==> config.mk <==
export PLATFORM = sky130hd
export DESIGN_NAME = alu_top
export DESIGN_NICKNAME = d
export VERILOG_FILES = /design/src/source/alu_pkg.sv /design/src/source/alu_axil_regs.sv /design/src/source/alu_exec_datapath.sv /design/src/source/alu_sequencer.sv /design/src/source/alu_shifter.sv /design/src/source/alu_step_counter.sv /design/src/source/alu_top.sv
export VERILOG_INCLUDE_DIRS = /design/src /design/src/source
export SDC_FILE = /design/constraint.sdc
export NUM_CORES = 1
export LEC_CHECK = 0
export ABC_CLOCK_PERIOD_IN_PS = 7040
export BUFFER_PORTS_ARGS = -buffer_cell sky130_fd_sc_hd__buf_2
export CAP_MARGIN = 15
export CORE_UTILIZATION = 61
export CTS_CLUSTER_SIZE = 20
export DETAILED_ROUTE_END_ITERATION = 16
export PLACE_DENSITY = 0.82
export SLEW_MARGIN = 20
export SYNTH_ARGS = -nofsm -noshare
export SYNTH_HDL_FRONTEND = slang
export SYNTH_HIERARCHICAL = 1
export SYNTH_SLANG_ARGS = --single-unit
==> constraint.sdc <==
create_clock -name clk -period 7.04 [get_ports clk]
set_input_delay 0.352 -clock clk [delete_from_list [all_inputs] [get_ports clk]]
set_output_delay 0.352 -clock clk [all_outputs]
set_load 0.05 [all_outputs]
==> src/source/alu_params.svh <==
/* Widths, register map and response codes shared by the ALU sources.
   Register offsets assume a 5-bit byte address. */
`ifndef ALU_PARAMS_SVH
`define ALU_PARAMS_SVH

`define ALU_WIDTH       16
`define ALU_STEP_W      5
`define AXIL_ADDR_W     5
`define AXIL_DATA_W     32

`define REG_OPERAND_A   5'h00
`define REG_OPERAND_B   5'h04
`define REG_CONTROL     5'h08
`define REG_STATUS      5'h0C
`define REG_RESULT_LO   5'h10
`define REG_RESULT_HI   5'h14

`define AXI_RESP_OKAY   2'b00
`define AXI_RESP_SLVERR 2'b10

`endif

==> src/source/alu_pkg.sv <==
/* Types shared by the ALU blocks and the testbench.
   Operand B is decoded either as a number or as a shift-control word. */
`include "alu_params.svh"

package alu_pkg;

    typedef logic [`ALU_WIDTH-1:0] alu_word_t;

    typedef enum logic [1:0] {
        OP_SHIFT_LOGICAL = 2'd0,
        OP_SHIFT_ARITH   = 2'd1,
        OP_MUL           = 2'd2,
        OP_DIV           = 2'd3
    } alu_op_e;

    // dir set means shift right
    typedef struct packed {
        logic                  fill;
        logic [`ALU_WIDTH-7:0] reserved;
        logic [3:0]            amount;
        logic                  dir;
    } shift_ctrl_t;

    typedef union packed {
        alu_word_t   value;
        shift_ctrl_t shift;
    } operand_b_u;

    typedef struct packed {
        alu_op_e    op;
        alu_word_t  a;
        operand_b_u b;
    } alu_cmd_t;

    typedef struct packed {
        alu_word_t lo;
        alu_word_t hi;
        logic      div_by_zero;
    } alu_result_t;

    // Strobes from the sequencer to the datapath
    typedef struct packed {
        logic load_shift;
        logic load_iter;
        logic step;
    } exec_ctrl_t;

    typedef struct packed {
        logic [`AXIL_ADDR_W-1:0]   awaddr;
        logic                      awvalid;
        logic [`AXIL_DATA_W-1:0]   wdata;
        logic [`AXIL_DATA_W/8-1:0] wstrb;
        logic                      wvalid;
        logic                      bready;
        logic [`AXIL_ADDR_W-1:0]   araddr;
        logic                      arvalid;
        logic                      rready;
    } axil_req_t;

    typedef struct packed {
        logic                    awready;
        logic                    wready;
        logic                    bvalid;
        logic [1:0]              bresp;
        logic                    arready;
        logic                    rvalid;
        logic [`AXIL_DATA_W-1:0] rdata;
        logic [1:0]              rresp;
    } axil_rsp_t;

endpackage

==> src/source/alu_axil_regs.sv <==
/* AXI4-Lite register block, one transaction outstanding per channel.
   CONTROL writes while busy are dropped with SLVERR; operand lanes follow wstrb. */
`timescale 1ns/10ps
`include "alu_params.svh"

module alu_axil_regs import alu_pkg::*; (
    input  logic        clk,
    input  logic        arst_n,
    input  axil_req_t   axil_req,
    output axil_rsp_t   axil_rsp,
    input  logic        busy,
    input  logic        finish,
    input  alu_result_t result,
    output logic        start,
    output alu_cmd_t    cmd
);
    logic                    wr_ready;
    logic                    wr_en;
    logic                    ctrl_wr;
    logic [1:0]              wr_resp;
    logic                    bvalid;
    logic [1:0]              bresp;
    logic                    ar_ready;
    logic                    rd_en;
    logic [`AXIL_DATA_W-1:0] rd_data;
    logic [1:0]              rd_resp;
    logic                    rvalid;
    logic [`AXIL_DATA_W-1:0] rdata;
    logic [1:0]              rresp;
    logic                    done;
    alu_word_t               operand_a;
    operand_b_u              operand_b;
    alu_result_t             res_q;

    assign wr_en = wr_ready && axil_req.awvalid && axil_req.wvalid;
    assign rd_en = ar_ready && axil_req.arvalid;

    // Write address decode, CONTROL is refused while an operation runs
    always_comb begin
        wr_resp = `AXI_RESP_SLVERR;
        ctrl_wr = 1'b0;
        case (axil_req.awaddr)
            `REG_OPERAND_A, `REG_OPERAND_B: wr_resp = `AXI_RESP_OKAY;
            `REG_CONTROL: begin
                if (!busy) begin
                    wr_resp = `AXI_RESP_OKAY;
                    ctrl_wr = 1'b1;
                end
            end
            default: wr_resp = `AXI_RESP_SLVERR;
        endcase
    end

    always_comb begin
        rd_data = '0;
        rd_resp = `AXI_RESP_OKAY;
        case (axil_req.araddr)
            `REG_OPERAND_A: rd_data = `AXIL_DATA_W'(operand_a);
            `REG_OPERAND_B: rd_data = `AXIL_DATA_W'(operand_b.value);
            `REG_CONTROL:   rd_data = `AXIL_DATA_W'(cmd.op);
            `REG_STATUS:    rd_data = `AXIL_DATA_W'({res_q.div_by_zero, done, busy});
            `REG_RESULT_LO: rd_data = `AXIL_DATA_W'(res_q.lo);
            `REG_RESULT_HI: rd_data = `AXIL_DATA_W'(res_q.hi);
            default:        rd_resp = `AXI_RESP_SLVERR;
        endcase
    end

    always_ff @(posedge clk or negedge arst_n) begin
        if (!arst_n) begin
            wr_ready <= 1'b0;
            bvalid   <= 1'b0;
            bresp    <= `AXI_RESP_OKAY;
            start    <= 1'b0;
            ar_ready <= 1'b0;
            rvalid   <= 1'b0;
            rdata    <= '0;
            rresp    <= `AXI_RESP_OKAY;
        end else begin
            // Ready pulses for a single cycle
            wr_ready <= axil_req.awvalid && axil_req.wvalid && !bvalid && !wr_ready;
            ar_ready <= axil_req.arvalid && !rvalid && !ar_ready;
            start    <= wr_en && ctrl_wr;
            if (wr_en) begin
                bvalid <= 1'b1;
                bresp  <= wr_resp;
            end else if (bvalid && axil_req.bready) begin
                bvalid <= 1'b0;
            end
            if (rd_en) begin
                rvalid <= 1'b1;
                rdata  <= rd_data;
                rresp  <= rd_resp;
            end else if (rvalid && axil_req.rready) begin
                rvalid <= 1'b0;
            end
        end
    end

    // Operands and the command snapshot
    always_ff @(posedge clk) begin
        if (wr_en && axil_req.awaddr == `REG_OPERAND_A) begin
            if (axil_req.wstrb[0]) operand_a[7:0]  <= axil_req.wdata[7:0];
            if (axil_req.wstrb[1]) operand_a[15:8] <= axil_req.wdata[15:8];
        end
        if (wr_en && axil_req.awaddr == `REG_OPERAND_B) begin
            if (axil_req.wstrb[0]) operand_b.value[7:0]  <= axil_req.wdata[7:0];
            if (axil_req.wstrb[1]) operand_b.value[15:8] <= axil_req.wdata[15:8];
        end
        if (wr_en && ctrl_wr) begin
            cmd.op <= alu_op_e'(axil_req.wdata[1:0]);
            cmd.a  <= operand_a;
            cmd.b  <= operand_b;
        end
    end

    always_ff @(posedge clk or negedge arst_n) begin
        if (!arst_n) begin
            done  <= 1'b0;
            res_q <= '0;
        end else if (start) begin
            done <= 1'b0;
        end else if (finish) begin
            done  <= 1'b1;
            res_q <= result;
        end
    end

    always_comb begin
        axil_rsp.awready = wr_ready;
        axil_rsp.wready  = wr_ready;
        axil_rsp.bvalid  = bvalid;
        axil_rsp.bresp   = bresp;
        axil_rsp.arready = ar_ready;
        axil_rsp.rvalid  = rvalid;
        axil_rsp.rdata   = rdata;
        axil_rsp.rresp   = rresp;
    end

endmodule

==> src/source/alu_exec_datapath.sv <==
/* Shared accumulator for shift capture, shift-and-add multiply and restoring divide.
   result shows the register values after the current edge; cmd must hold during an op. */
`timescale 1ns/10ps
`include "alu_params.svh"

module alu_exec_datapath import alu_pkg::*; (
    input  logic        clk,
    input  logic        arst_n,
    input  alu_cmd_t    cmd,
    input  exec_ctrl_t  ctrl,
    output alu_result_t result
);
    alu_word_t             acc;
    alu_word_t             quo;
    alu_word_t             opnd;
    logic                  dbz;
    alu_word_t             acc_nxt;
    alu_word_t             quo_nxt;
    logic                  dbz_nxt;
    alu_word_t             sh_result;
    alu_word_t             sh_overflow;
    logic [`ALU_WIDTH:0]   mul_sum;
    logic [`ALU_WIDTH:0]   div_rem;
    logic [`ALU_WIDTH:0]   div_diff;

    alu_shifter u_shifter (
        .a        (cmd.a),
        .ctrl     (cmd.b.shift),
        .arith    (cmd.op == OP_SHIFT_ARITH),
        .result   (sh_result),
        .overflow (sh_overflow)
    );

    // acc is the high product or remainder, quo the low product or quotient
    always_comb begin
        mul_sum  = {1'b0, acc} + (quo[0] ? {1'b0, opnd} : '0);
        div_rem  = {acc, quo[`ALU_WIDTH-1]};
        div_diff = div_rem - {1'b0, opnd};
        acc_nxt  = acc;
        quo_nxt  = quo;
        dbz_nxt  = dbz;
        if (ctrl.load_shift) begin
            acc_nxt = sh_overflow;
            quo_nxt = sh_result;
            dbz_nxt = 1'b0;
        end else if (ctrl.load_iter) begin
            acc_nxt = '0;
            quo_nxt = cmd.a;
            dbz_nxt = (cmd.op == OP_DIV) && (cmd.b.value == '0);
        end else if (ctrl.step) begin
            if (cmd.op == OP_MUL) begin
                acc_nxt = mul_sum[`ALU_WIDTH:1];
                quo_nxt = {mul_sum[0], quo[`ALU_WIDTH-1:1]};
            end else if (div_diff[`ALU_WIDTH]) begin
                // Borrow, so restore
                acc_nxt = div_rem[`ALU_WIDTH-1:0];
                quo_nxt = {quo[`ALU_WIDTH-2:0], 1'b0};
            end else begin
                acc_nxt = div_diff[`ALU_WIDTH-1:0];
                quo_nxt = {quo[`ALU_WIDTH-2:0], 1'b1};
            end
        end
    end

    always_ff @(posedge clk) begin
        acc <= acc_nxt;
        quo <= quo_nxt;
        if (ctrl.load_iter) begin
            opnd <= cmd.b.value;
        end
    end

    always_ff @(posedge clk or negedge arst_n) begin
        if (!arst_n) begin
            dbz <= 1'b0;
        end else begin
            dbz <= dbz_nxt;
        end
    end

    // Zero divisor reads back as zero quotient and remainder
    assign result.lo          = dbz_nxt ? '0 : quo_nxt;
    assign result.hi          = dbz_nxt ? '0 : acc_nxt;
    assign result.div_by_zero = dbz_nxt;

endmodule

==> src/source/alu_sequencer.sv <==
/* Operation FSM: shifts take one cycle, multiply and divide run until last_step.
   busy includes the start cycle itself. */
`timescale 1ns/10ps

module alu_sequencer import alu_pkg::*; (
    input  logic       clk,
    input  logic       arst_n,
    input  logic       start,
    input  alu_op_e    op,
    input  logic       last_step,
    output exec_ctrl_t ctrl,
    output logic       cnt_load,
    output logic       cnt_en,
    output logic       busy,
    output logic       finish
);
    typedef enum logic [1:0] {
        IDLE,
        SHIFT,
        ITERATE
    } state_t;

    state_t state_q;
    state_t state_d;
    logic   iterative;

    assign iterative = (op == OP_MUL) || (op == OP_DIV);

    always_comb begin
        state_d = state_q;
        case (state_q)
            IDLE:    if (start) state_d = iterative ? ITERATE : SHIFT;
            SHIFT:   state_d = IDLE;
            ITERATE: if (last_step) state_d = IDLE;
            default: state_d = IDLE;
        endcase
    end

    always_ff @(posedge clk or negedge arst_n) begin
        if (!arst_n) begin
            state_q <= IDLE;
        end else begin
            state_q <= state_d;
        end
    end

    // Iterative ops initialise on the start cycle so that 16 steps fit
    assign ctrl.load_iter  = (state_q == IDLE) && start && iterative;
    assign ctrl.load_shift = (state_q == SHIFT);
    assign ctrl.step       = (state_q == ITERATE);

    assign cnt_load = ctrl.load_iter;
    assign cnt_en   = (state_q == ITERATE);
    assign busy     = start || (state_q != IDLE);
    assign finish   = (state_q == SHIFT) || ((state_q == ITERATE) && last_step);

endmodule

==> src/source/alu_shifter.sv <==
/* Combinational shift unit. A zero amount passes a through with zero overflow.
   Arithmetic shifts ignore the fill bit of the control word. */
`timescale 1ns/10ps
`include "alu_params.svh"

module alu_shifter import alu_pkg::*; (
    input  alu_word_t   a,
    input  shift_ctrl_t ctrl,
    input  logic        arith,
    output alu_word_t   result,
    output alu_word_t   overflow
);
    logic [2*`ALU_WIDTH-1:0] wide_l;
    alu_word_t               lo_mask;
    alu_word_t               hi_mask;
    logic                    fill_bit;

    always_comb begin
        // Sign fill only on an arithmetic right shift
        fill_bit = arith ? (ctrl.dir & a[`ALU_WIDTH-1]) : ctrl.fill;
        lo_mask  = ~({`ALU_WIDTH{1'b1}} << ctrl.amount);
        hi_mask  = ~({`ALU_WIDTH{1'b1}} >> ctrl.amount);
        wide_l   = {{`ALU_WIDTH{1'b0}}, a} << ctrl.amount;
        if (ctrl.dir) begin
            result   = (a >> ctrl.amount) | ({`ALU_WIDTH{fill_bit}} & hi_mask);
            // Dropped bits keep their original positions
            overflow = a & lo_mask;
        end else begin
            result   = wide_l[`ALU_WIDTH-1:0] | ({`ALU_WIDTH{fill_bit}} & lo_mask);
            overflow = wide_l[2*`ALU_WIDTH-1:`ALU_WIDTH];
        end
    end

endmodule

==> src/source/alu_step_counter.sv <==
/* Step counter for the iterative ops, holds at zero once reached. */
`timescale 1ns/10ps
`include "alu_params.svh"

module alu_step_counter (
    input  logic clk,
    input  logic arst_n,
    input  logic load,
    input  logic en,
    output logic last_step
);
    logic [`ALU_STEP_W-1:0] count;

    always_ff @(posedge clk or negedge arst_n) begin
        if (!arst_n) begin
            count <= '0;
        end else if (load) begin
            count <= `ALU_STEP_W'(`ALU_WIDTH - 1);
        end else if (en && count != '0) begin
            count <= count - 1'b1;
        end
    end

    assign last_step = (count == '0);

endmodule

==> src/source/alu_top.sv <==
/* AXI4-Lite mapped 16-bit ALU. Shifts finish in one cycle,
   multiply and divide in sixteen. */
`timescale 1ns/10ps

module alu_top import alu_pkg::*; (
    input  logic      clk,
    input  logic      arst_n,
    input  axil_req_t axil_req,
    output axil_rsp_t axil_rsp
);
    logic        start;
    logic        busy;
    logic        finish;
    logic        cnt_load;
    logic        cnt_en;
    logic        last_step;
    alu_cmd_t    cmd;
    alu_result_t result;
    exec_ctrl_t  ctrl;

    alu_axil_regs u_regs (
        .clk      (clk),
        .arst_n   (arst_n),
        .axil_req (axil_req),
        .axil_rsp (axil_rsp),
        .busy     (busy),
        .finish   (finish),
        .result   (result),
        .start    (start),
        .cmd      (cmd)
    );

    alu_sequencer u_sequencer (
        .clk       (clk),
        .arst_n    (arst_n),
        .start     (start),
        .op        (cmd.op),
        .last_step (last_step),
        .ctrl      (ctrl),
        .cnt_load  (cnt_load),
        .cnt_en    (cnt_en),
        .busy      (busy),
        .finish    (finish)
    );

    alu_step_counter u_step_counter (
        .clk       (clk),
        .arst_n    (arst_n),
        .load      (cnt_load),
        .en        (cnt_en),
        .last_step (last_step)
    );

    alu_exec_datapath u_datapath (
        .clk    (clk),
        .arst_n (arst_n),
        .cmd    (cmd),
        .ctrl   (ctrl),
        .result (result)
    );

endmodule

* After elaboration in Yosys (flattened, before gate mapping)
Cells that the tools add are included.
** Storage, ports and cells
- Input bits :: 53
- Logic and storage cells :: 135
- Register bits :: 197
- Output and inout port bits :: 41
** Operators by class
- Reductions and logical operators :: 44
- Shifts and indexed selects :: 4
- Equal/unequal tests :: 14
- Add/sub/neg operators :: 3
- Mux-type cells :: 36
- Bitwise logic cells :: 9
** Operator list (number)
- 16-bit 2-to-1 mux :: 14
- 16-bit one-hot mux with 6 select lines :: 1
- 16-bit bitwise AND :: 3
- 16-bit NOT :: 2
- 16-bit OR :: 2
- 16-bit by 4-bit << shifter with 32-bit output :: 1
- 1-bit logical AND :: 18
- 16-bit by 17-bit adder with 17-bit output :: 1
- 17-bit by 16-bit subtractor with 17-bit output :: 1
- 16-bit zero test :: 1
- 16-bit by 4-bit << shifter with 16-bit output (first input constant) :: 1
- 16-bit by 4-bit right shift with 16-bit output :: 1
- 16-bit by 4-bit right shift with 16-bit output (first input constant) :: 1
- 5-bit by 4-bit == test with 1-bit output (second input constant) :: 3
- 5-bit zero test :: 3
- 1-bit 2-to-1 mux :: 12
- 2-bit AND reduction :: 6
- 5-bit by 3-bit == test with 1-bit output (second input constant) :: 2
- 5-bit == test (second input constant) :: 2
- 2-bit 2-to-1 mux :: 5
- 5-bit 2-to-1 mux :: 2
- 2-bit nonzero test :: 5
- 2-bit one-hot mux with 2 select lines :: 2
- 2-bit == test (second input constant) :: 3
- 11 further kinds :: 18

* Logic depth before layout (Yosys ltp)
Gate-level depths: netlist of the first run.
- Word-level depth :: 7
- Gate-level depth with buffers :: 15
- Mapped depth without buffers :: 14

* By module
The synthesis of the first run kept the hierarchy.
** By module, submodules not included
- alu_axil_regs :: area each 4834.6 um^2, seq. area each 3408.3 um^2, cells an instance 304, times used 1
- alu_exec_datapath :: area each 4468.0 um^2, seq. area each 1146.1 um^2, cells an instance 576, times used 1
- alu_shifter :: area each 2392.3 um^2, seq. area each 0.0 um^2, cells an instance 346, times used 1
- alu_step_counter :: area each 270.3 um^2, seq. area each 125.1 um^2, cells an instance 24, times used 1
- alu_sequencer :: area each 131.4 um^2, seq. area each 50.0 um^2, cells an instance 13, times used 1

* Least setup slack after synthesis of the first run
OpenSTA, ideal clock, no wires.
- Path type :: input-to-reg
- Start point :: in axil_req[50] (netlist name)
- End point :: reg u_regs/cmd[0] (netlist name)
- Slack :: 1.900 ns
- Arrival time :: 4.615 ns
- Setup time :: 0.525 ns
- Buffers on the path :: 0
- Stages on the path :: 2
- Required time :: 6.515 ns
- Path through :: or4_1 -> nor4b_1
** On the way
- Word-level cells in the longest chain between the ends :: 3
** Ends and longest elaborated chain
- start: declaration :: line alu_top.sv:8 : input axil_req_t axil_req,
- 5-bit by 4-bit == test with 1-bit output :: line alu_axil_regs.sv:42 : case (axil_req.awaddr)
- 1-bit 2-to-1 mux :: line alu_axil_regs.sv:42
- 1-bit logical AND :: line alu_axil_regs.sv:109 : if (wr_en && ctrl_wr) begin
Every way passes these cells.
A chain may end at the register's enable or synchronous reset.

==> results of run 1 <==
routing by layer:
metal	track usage, %	vias up	part of all wire, %
met4	16.6	0	4.0
met5	0	-	0
met2	54.0	713	46
met3	6.41	122	9.9
met1	46.9	5047	40
li1	-	4619	-
critical path: cells and delay by family (launching register included):
family / cells / cell delay, ps
AOI/OAI and AO/OA: 5 / 1130
and+or+nand+nor: 5 / 1100
DFF: 1 / 770
adders and majority gates: 2 / 620
muxes: 1 / 160
buffers and inverters: 1 / 70
power by group:
part,internal [mW],leakage (nW),switching (mW)
sequential,1.10,1.89,0.0170
clock,0.508,0.313,0.529
combinational,0.0594,3.22,0.120
registers in the layout, indices dropped and copies added (netlist names):
name                  cells
u_datapath/acc           16
u_datapath/dbz            1
u_datapath/opnd          16
u_datapath/quo           16
u_regs/ar_ready           1
u_regs/bresp              1
u_regs/bvalid             1
u_regs/cmd               34
u_regs/done               1
u_regs/operand_a         16
u_regs/operand_b         16
u_regs/rdata             16
u_regs/res_q             33
u_regs/rresp              1
u_regs/rvalid             1
u_regs/start              1
u_regs/wr_ready           1
u_sequencer/state_q       2
u_step_counter/count      5
cell usage in the layout, fill, tap and decap left out, drive strengths merged, types with 6 or more instances in the layout:
master,count
o22ai,20
xor2,11
edfxtp,82
o211ai,17
mux4,8
a21o,12
nor3,20
o31ai,10
nor3b,6
o21a,9
inv,53
nand2,121
conb,19
mux2,71
dfrtp,65
a21oi,68
mux2i,84
nor2b,13
nand2b,19
ha,33
a22oi,6
nor2,59
and3,8
nor4,6
nand3,35
o21ai,110
or3,6
a32oi,6
dfxtp,32
a211oi,8
and2,35
a22o,20
buf,71
a2bb2oi,6
or2,7
a31oi,13
clkbuf,17
xnor2,11
area by class of cell:
| cell class | count | area (um2) | area share (%) |
|---|---|---|---|
| Multi-Input combinational cell | 948 | 6680 | 51.6 |
| Sequential cell | 179 | 4730 | 36.5 |
| Clock buffer | 17 | 425 | 3.29 |
| Timing Repair Buffer | 71 | 390 | 3.02 |
| Tap cell | 265 | 332 | 2.56 |
| Clock inverter | 15 | 224 | 1.73 |
| Inverter | 43 | 161 | 1.25 |
path summary, 6_finish.rpt:
check                                                   start                                 end  slack, ps  depth (start not counted)
max in group asynchronous                              arst_n  u_sequencer/state_q[1]$_DFFE_PN0P_       6400                          2
worst max register to register      u_datapath/quo[0]$_DFF_P_        u_regs/res_q[16]$_DFFE_PN0P_       3100                         14
worst max-delay path                u_datapath/quo[0]$_DFF_P_        u_regs/res_q[16]$_DFFE_PN0P_       3100                         14
worst min-delay path                              axil_req[0]           u_regs/rvalid$_DFFE_PN0P_         80                          2
worst min register to register  u_regs/operand_b[2]$_DFFE_PP_             u_regs/cmd[2]$_DFFE_PP_        440                          0
min in group asynchronous                              arst_n        u_regs/res_q[24]$_DFFE_PN0P_        100                          2
stage by stage:
| stage | std cells | cell area (um2) | total power, mW | hold WS (ps) | utilization, % |
|---|---|---|---|---|---|
| global route | 1538 | 12900 | 2.40 | 75.4 | 66.5 |
| CTS | 1538 | 12900 | 2.33 | 82.4 | 66.5 |
| finish | 1538 | 12900 | 2.34 | 84.9 | 66.5 |
| global placement | 1506 | 12300 | 1.31 | 426 | 63.2 |
| detailed placement | 1506 | 12300 | 1.32 | 433 | 63.2 |
| floorplan | 1280 | 12200 | 1.27 | 56.4 | - |
cell families after synthesis:
family | count (synthesis) | share of synthesized area (%)
buf+inv | 153 | 6.36
compound gates | 350 | 19.0
xor+xnor | 22 | 1.59
fa+ha+maj | 35 | 3.74
flops | 179 | 39.1
mux | 163 | 15.1
simple gates | 359 | 15.1
other cells | 2 | 0.0621
==> impl_metrics.ini, run 1 <==
[clocking]
cts_hold_buf = 0
cts_tree = yes
htreeDepth = 4
cts_buffers = 17
clock_sinks = 179
root_buffer = clkbuf_16
cts-resized-gates = 0
clk_pin_slew_ps = 90
postCtsSetupBuffers = 0
ctsLongestPathBuffers = 2
clkLatencyLatePin_ps = 450

[grt]
grt_pass1_wl_mm = 53.2
track_usage_pct = 34.7
grt_pass1_vias = 9451
overflow = 0
grt_start_max_net_pins = 79
grt_antenna_before_repair = 0

[logic_synthesis]
yosys-top-cells-count = nand2_1 (120), o21ai_0 (103), mux2i_1 (84), edfxtp_1 (82), mux2_2 (70)
synth_edf_count = 82
ys_warn_count = 6
seq_area_frac_synth_pct = 39.1
synth_top_flop_cell = edfxtp_1
async_reset_ff_share_pct = 36.3
ys_seq_elements = 179
syn_area_mm2 = 0.0121
yosysMostFrequentCell = nand2_1
yosys.area.top_type_share_pct = 20.4
syn_avg_cell_area_um2 = 9.58
synth.largest_area_cell = edfxtp_1
synth_area_leaders = edfxtp_1 (20%), dfrtp_1 (13%), mux2i_1 (7.0%)
synth_cell_types = 91
syn_inst = 1263

[pwr]
p_leak_nw = 5.42
ir_worst_vdd_mv = 0.252
powerDensity_mw_per_mm2 = 180

[detailed_routing]
num_vias = 10501
drt-initial-drc-count = 1548
drc_errors = 0
wl_per_cell_um = 22.7
drt-total-wl_mm = 34.9
dr.pass1.iters = 6
postRouteAntennaNets = 0
drt-vias-per-instance = 6.83

[timing]
worst_pin_slew_ps = 1150
finalMaxSlewViolations = 0
rsz0062_at_grt = false
finClkSkew_ps = 20.2
setup_slack_ps = 3100
finalHoldViolCount = 0
slew_headroom_pct = 23.4
setup_viol_count_final = 0
clock.fmax_ghz = 0.254
period_needed_ps = 3940
tns_ps = 0
fin_crit_sh_pct = 55.9

[floorplan]
die_w_um = 143
ioPinCount = 94
core_mm2 = 0.0195
start_util_pct = 62.2
dieArea_mm2 = 0.0204
die_h_um = 143
rows = 51

[placement]
dp_hpwl_mm = 23.5
io_buffers = 57
dp_slack_ps = 3260
place_congestion = 0.987

[finish]
area_growth_syn_to_layout_pct = 7.02
drive_gt1_share_pct = 16.9
n_fill_cell = 1463
finalNetCount = 1348
antenna_cells = 0

[hold_path]
hold_class = in -> reg

[outcome]
status = completed

[setup_path]
cp_data_arrival_time_ps = 4310
slowest_stage = dfxtp_1
crit_path_end_kind = register
cp.required_ps = 7410
startpoint_type = register
critPathMaxStageDelay_ps = 770
crit_fanout = 18
crit_chain = and2_1 -> ha_1 -> inv_1 -> fa_1 -> nor2b_1 -> o2111ai_1 -> and4b_1 -> o31a_1 -> nor2_1 -> a2111oi_0 -> o31a_1 -> a31oi_1 -> and2_1 -> mux2_2
worst-setup-path-type = reg -> reg

[flow_run]
maxCapViolCount = 0
No activity file was read; power rests on OpenSTA's default activity.
==> inputs of run 2 (changes only) <==
--- a/config.mk
+++ b/config.mk
@@ -6,13 +6,13 @@
 export SDC_FILE = /design/constraint.sdc
 export NUM_CORES = 1
 export LEC_CHECK = 0
-export ABC_CLOCK_PERIOD_IN_PS = 7040
+export ABC_CLOCK_PERIOD_IN_PS = 3300
 export BUFFER_PORTS_ARGS = -buffer_cell sky130_fd_sc_hd__buf_2
 export CAP_MARGIN = 15
-export CORE_UTILIZATION = 61
+export CORE_UTILIZATION = 56
 export CTS_CLUSTER_SIZE = 20
 export DETAILED_ROUTE_END_ITERATION = 16
-export PLACE_DENSITY = 0.82
+export PLACE_DENSITY = 0.79
 export SLEW_MARGIN = 20
 export SYNTH_ARGS = -nofsm -noshare
 export SYNTH_HDL_FRONTEND = slang
==> constraint.sdc (replaced) <==
create_clock -name clk -period 3.3 [get_ports clk]
set_input_delay 0.165 -clock clk [delete_from_list [all_inputs] [get_ports clk]]
set_output_delay 0.165 -clock clk [all_outputs]
set_load 0.05 [all_outputs]
==> run 2 against run 1 <==
Sequential power up 110%. Wire length up 3.4%. Die area up 8.8%. Worst hold slack worse by 64 ps. Core utilization down 1.8 points. Total power up 110%. Clock-buffer cell count unchanged. First-iteration DRC count down 21%. Via count up 1.2%. Sequential share of layout area down 1.9 points. Critical endpoint unchanged. Largest cell class unchanged.
==> impl_metrics.ini, run 2 (same netlist as run 1, synthesis figures left out) <==
[setup_path]
worst-setup-path-type = reg -> reg
cp.required_ps = 3680
reg2reg_setup_slack_ps = 110
r2r_cells = 14
reg2reg_to = u_regs/res_q[16]$_DFFE_PN0P_
reg2reg_from = u_datapath/quo[0]$_DFF_P_
crit_path_end_kind = register
cp_data_arrival_time_ps = 3570
crit_fanout = 5
startpoint_type = register

[timing]
finClkSkew_ps = 11.4
worst_pin_slew_ps = 997
period_needed_ps = 3190
fin_crit_sh_pct = 96.6
finalMaxSlewViolations = 0
setup_viol_count_final = 0
clock.fmax_ghz = 0.314
finalHoldViolCount = 0
slew_headroom_pct = 33.5

[placement]
dpl-instance-area_mm2 = 0.0127
io_buffers = 57
place_congestion = 1.06
dp_hpwl_mm = 25.7

[pwr]
ir_worst_vdd_mv = 0.478
power.total_mw = 4.87
powerDensity_mw_per_mm2 = 357
p_leak_nw = 5.76

[detailed_routing]
drt-vias-per-instance = 6.55
wl_per_cell_um = 22.2
num_vias = 10629
dr.pass1.iters = 7
drc_errors = 0
postRouteAntennaNets = 0
drt-total-wl_mm = 36.1
drt-initial-drc-count = 1220

[clocking]
cts_buffers = 17
htreeDepth = 4
cts_tree = yes
clkLatencyLatePin_ps = 430
clock_sinks = 179
root_buffer = clkbuf_16
clk_pin_slew_ps = 80
ctsLongestPathBuffers = 2

[grt]
track_usage_pct = 33.0
grt_pass1_wl_mm = 55.5
grt_start_max_net_pins = 45
overflow = 0
grt_antenna_before_repair = 1
grt_pass1_vias = 10012

[floorplan]
die_h_um = 149
rows = 53
die_w_um = 149
core_mm2 = 0.0211
start_util_pct = 57.4
ioPinCount = 94
dieArea_mm2 = 0.0222

[finish]
n_fill_cell = 1645
largest_register = u_regs/cmd
drive_gt1_share_pct = 21.2
final_core_util_pct = 64.8
area_growth_syn_to_layout_pct = 12.9
final_common_cell = nand2_1
finalNetCount = 1421
top_regs = u_regs/cmd: 34 flops, u_regs/res_q: 33 flops
largest_reg_flops = 34
layout_common_cells = nand2_1 (119), o21ai_0 (101), mux2i_1 (83)
final_area_mm2 = 0.0137

[hold_path]
holdPathEnd = u_regs/ar_ready$_DFF_PN0_
min-delay-start = axil_req[1]
whs_path_depth = 2
hold_class = in -> reg

[flow_run]
maxCapViolCount = 0

[outcome]
status = completed
## run 2: cell types whose count changed in the layout (fill, tap and decap cells not counted), moves of 3 or more
cell and delta:
buf_4 +50, dlygate4sd3_1 +21, inv_12 -4, clkinv_8 +3, inv_8 +3
## run 2: what timing repair did
action	CTS	global route
setup buffers	0	8
gates resized for setup	2	21
hold buffers	21	0
endpoints found under the hold margin	80	0
setup endpoints to repair	2	16
pin swaps	0	7
## run 2: through the flow
stage               setup WS, ps  hold slack (ps)  cells  setup TNS [ps]
finish                       113             20.5   1622               0
detailed placement         -55.9              349   1560           -55.9
global placement            32.0              345   1560               0
floorplan                    298             -131   1280               0
CTS                         6.36             14.3   1613               0
global route               -19.8             15.7   1622           -28.4
## run 2: power breakdown
group          switching (mW)  internal (mW)
combinational           0.270          0.151
sequential             0.0340           2.35
clock                    1.02           1.05
## run 2: worst max-delay path: stages, from the launching register on
cell and delay (ps):
dfxtp_2 380, and2_1 140, ha_1 200, inv_1 70
fa_1 440, nor2b_2 170, o2111ai_1 140, and4b_2 270
o31a_1 300, nor2_2 170, a2111oi_0 120, o31a_1 280
a31oi_1 180, and2_1 150, mux2_2 140
## run 2: worst max path at each step
stage,startpoint,endpoint,slack (ps),cells after the start
floorplan,u_datapath/quo[0]$_DFF_P_,u_regs/res_q[15]$_DFFE_PN0P_,300,14
global placement,u_datapath/quo[15]$_DFF_P_,u_regs/res_q[15]$_DFFE_PN0P_,30,13
detailed placement,u_datapath/quo[15]$_DFF_P_,u_regs/res_q[15]$_DFFE_PN0P_,-60,13
CTS,u_datapath/quo[0]$_DFF_P_,u_regs/res_q[15]$_DFFE_PN0P_,6,13
global route,u_datapath/quo[0]$_DFF_P_,u_regs/res_q[14]$_DFFE_PN0P_,-20,14
finish,u_datapath/quo[0]$_DFF_P_,u_regs/res_q[16]$_DFFE_PN0P_,110,14
## run 2: per-layer routing
metal | routed length (um) | track usage [%]
met5 | 0 | 0
met4 | 2050 | 18.4
met3 | 3430 | 6.73
met2 | 16200 | 51.0
met1 | 14400 | 43.2
## run 2: cell type report
type	instances	area (um2)	share of cell area (%)
Clock buffer	17	425	3.11
Multi-Input combinational cell	948	6780	49.6
Sequential cell	179	4730	34.6
Inverter	43	161	1.18
Timing Repair Buffer	144	1020	7.44
Clock inverter	15	201	1.48
Antenna cell	1	2.50	0.0183
Tap cell	275	344	2.52
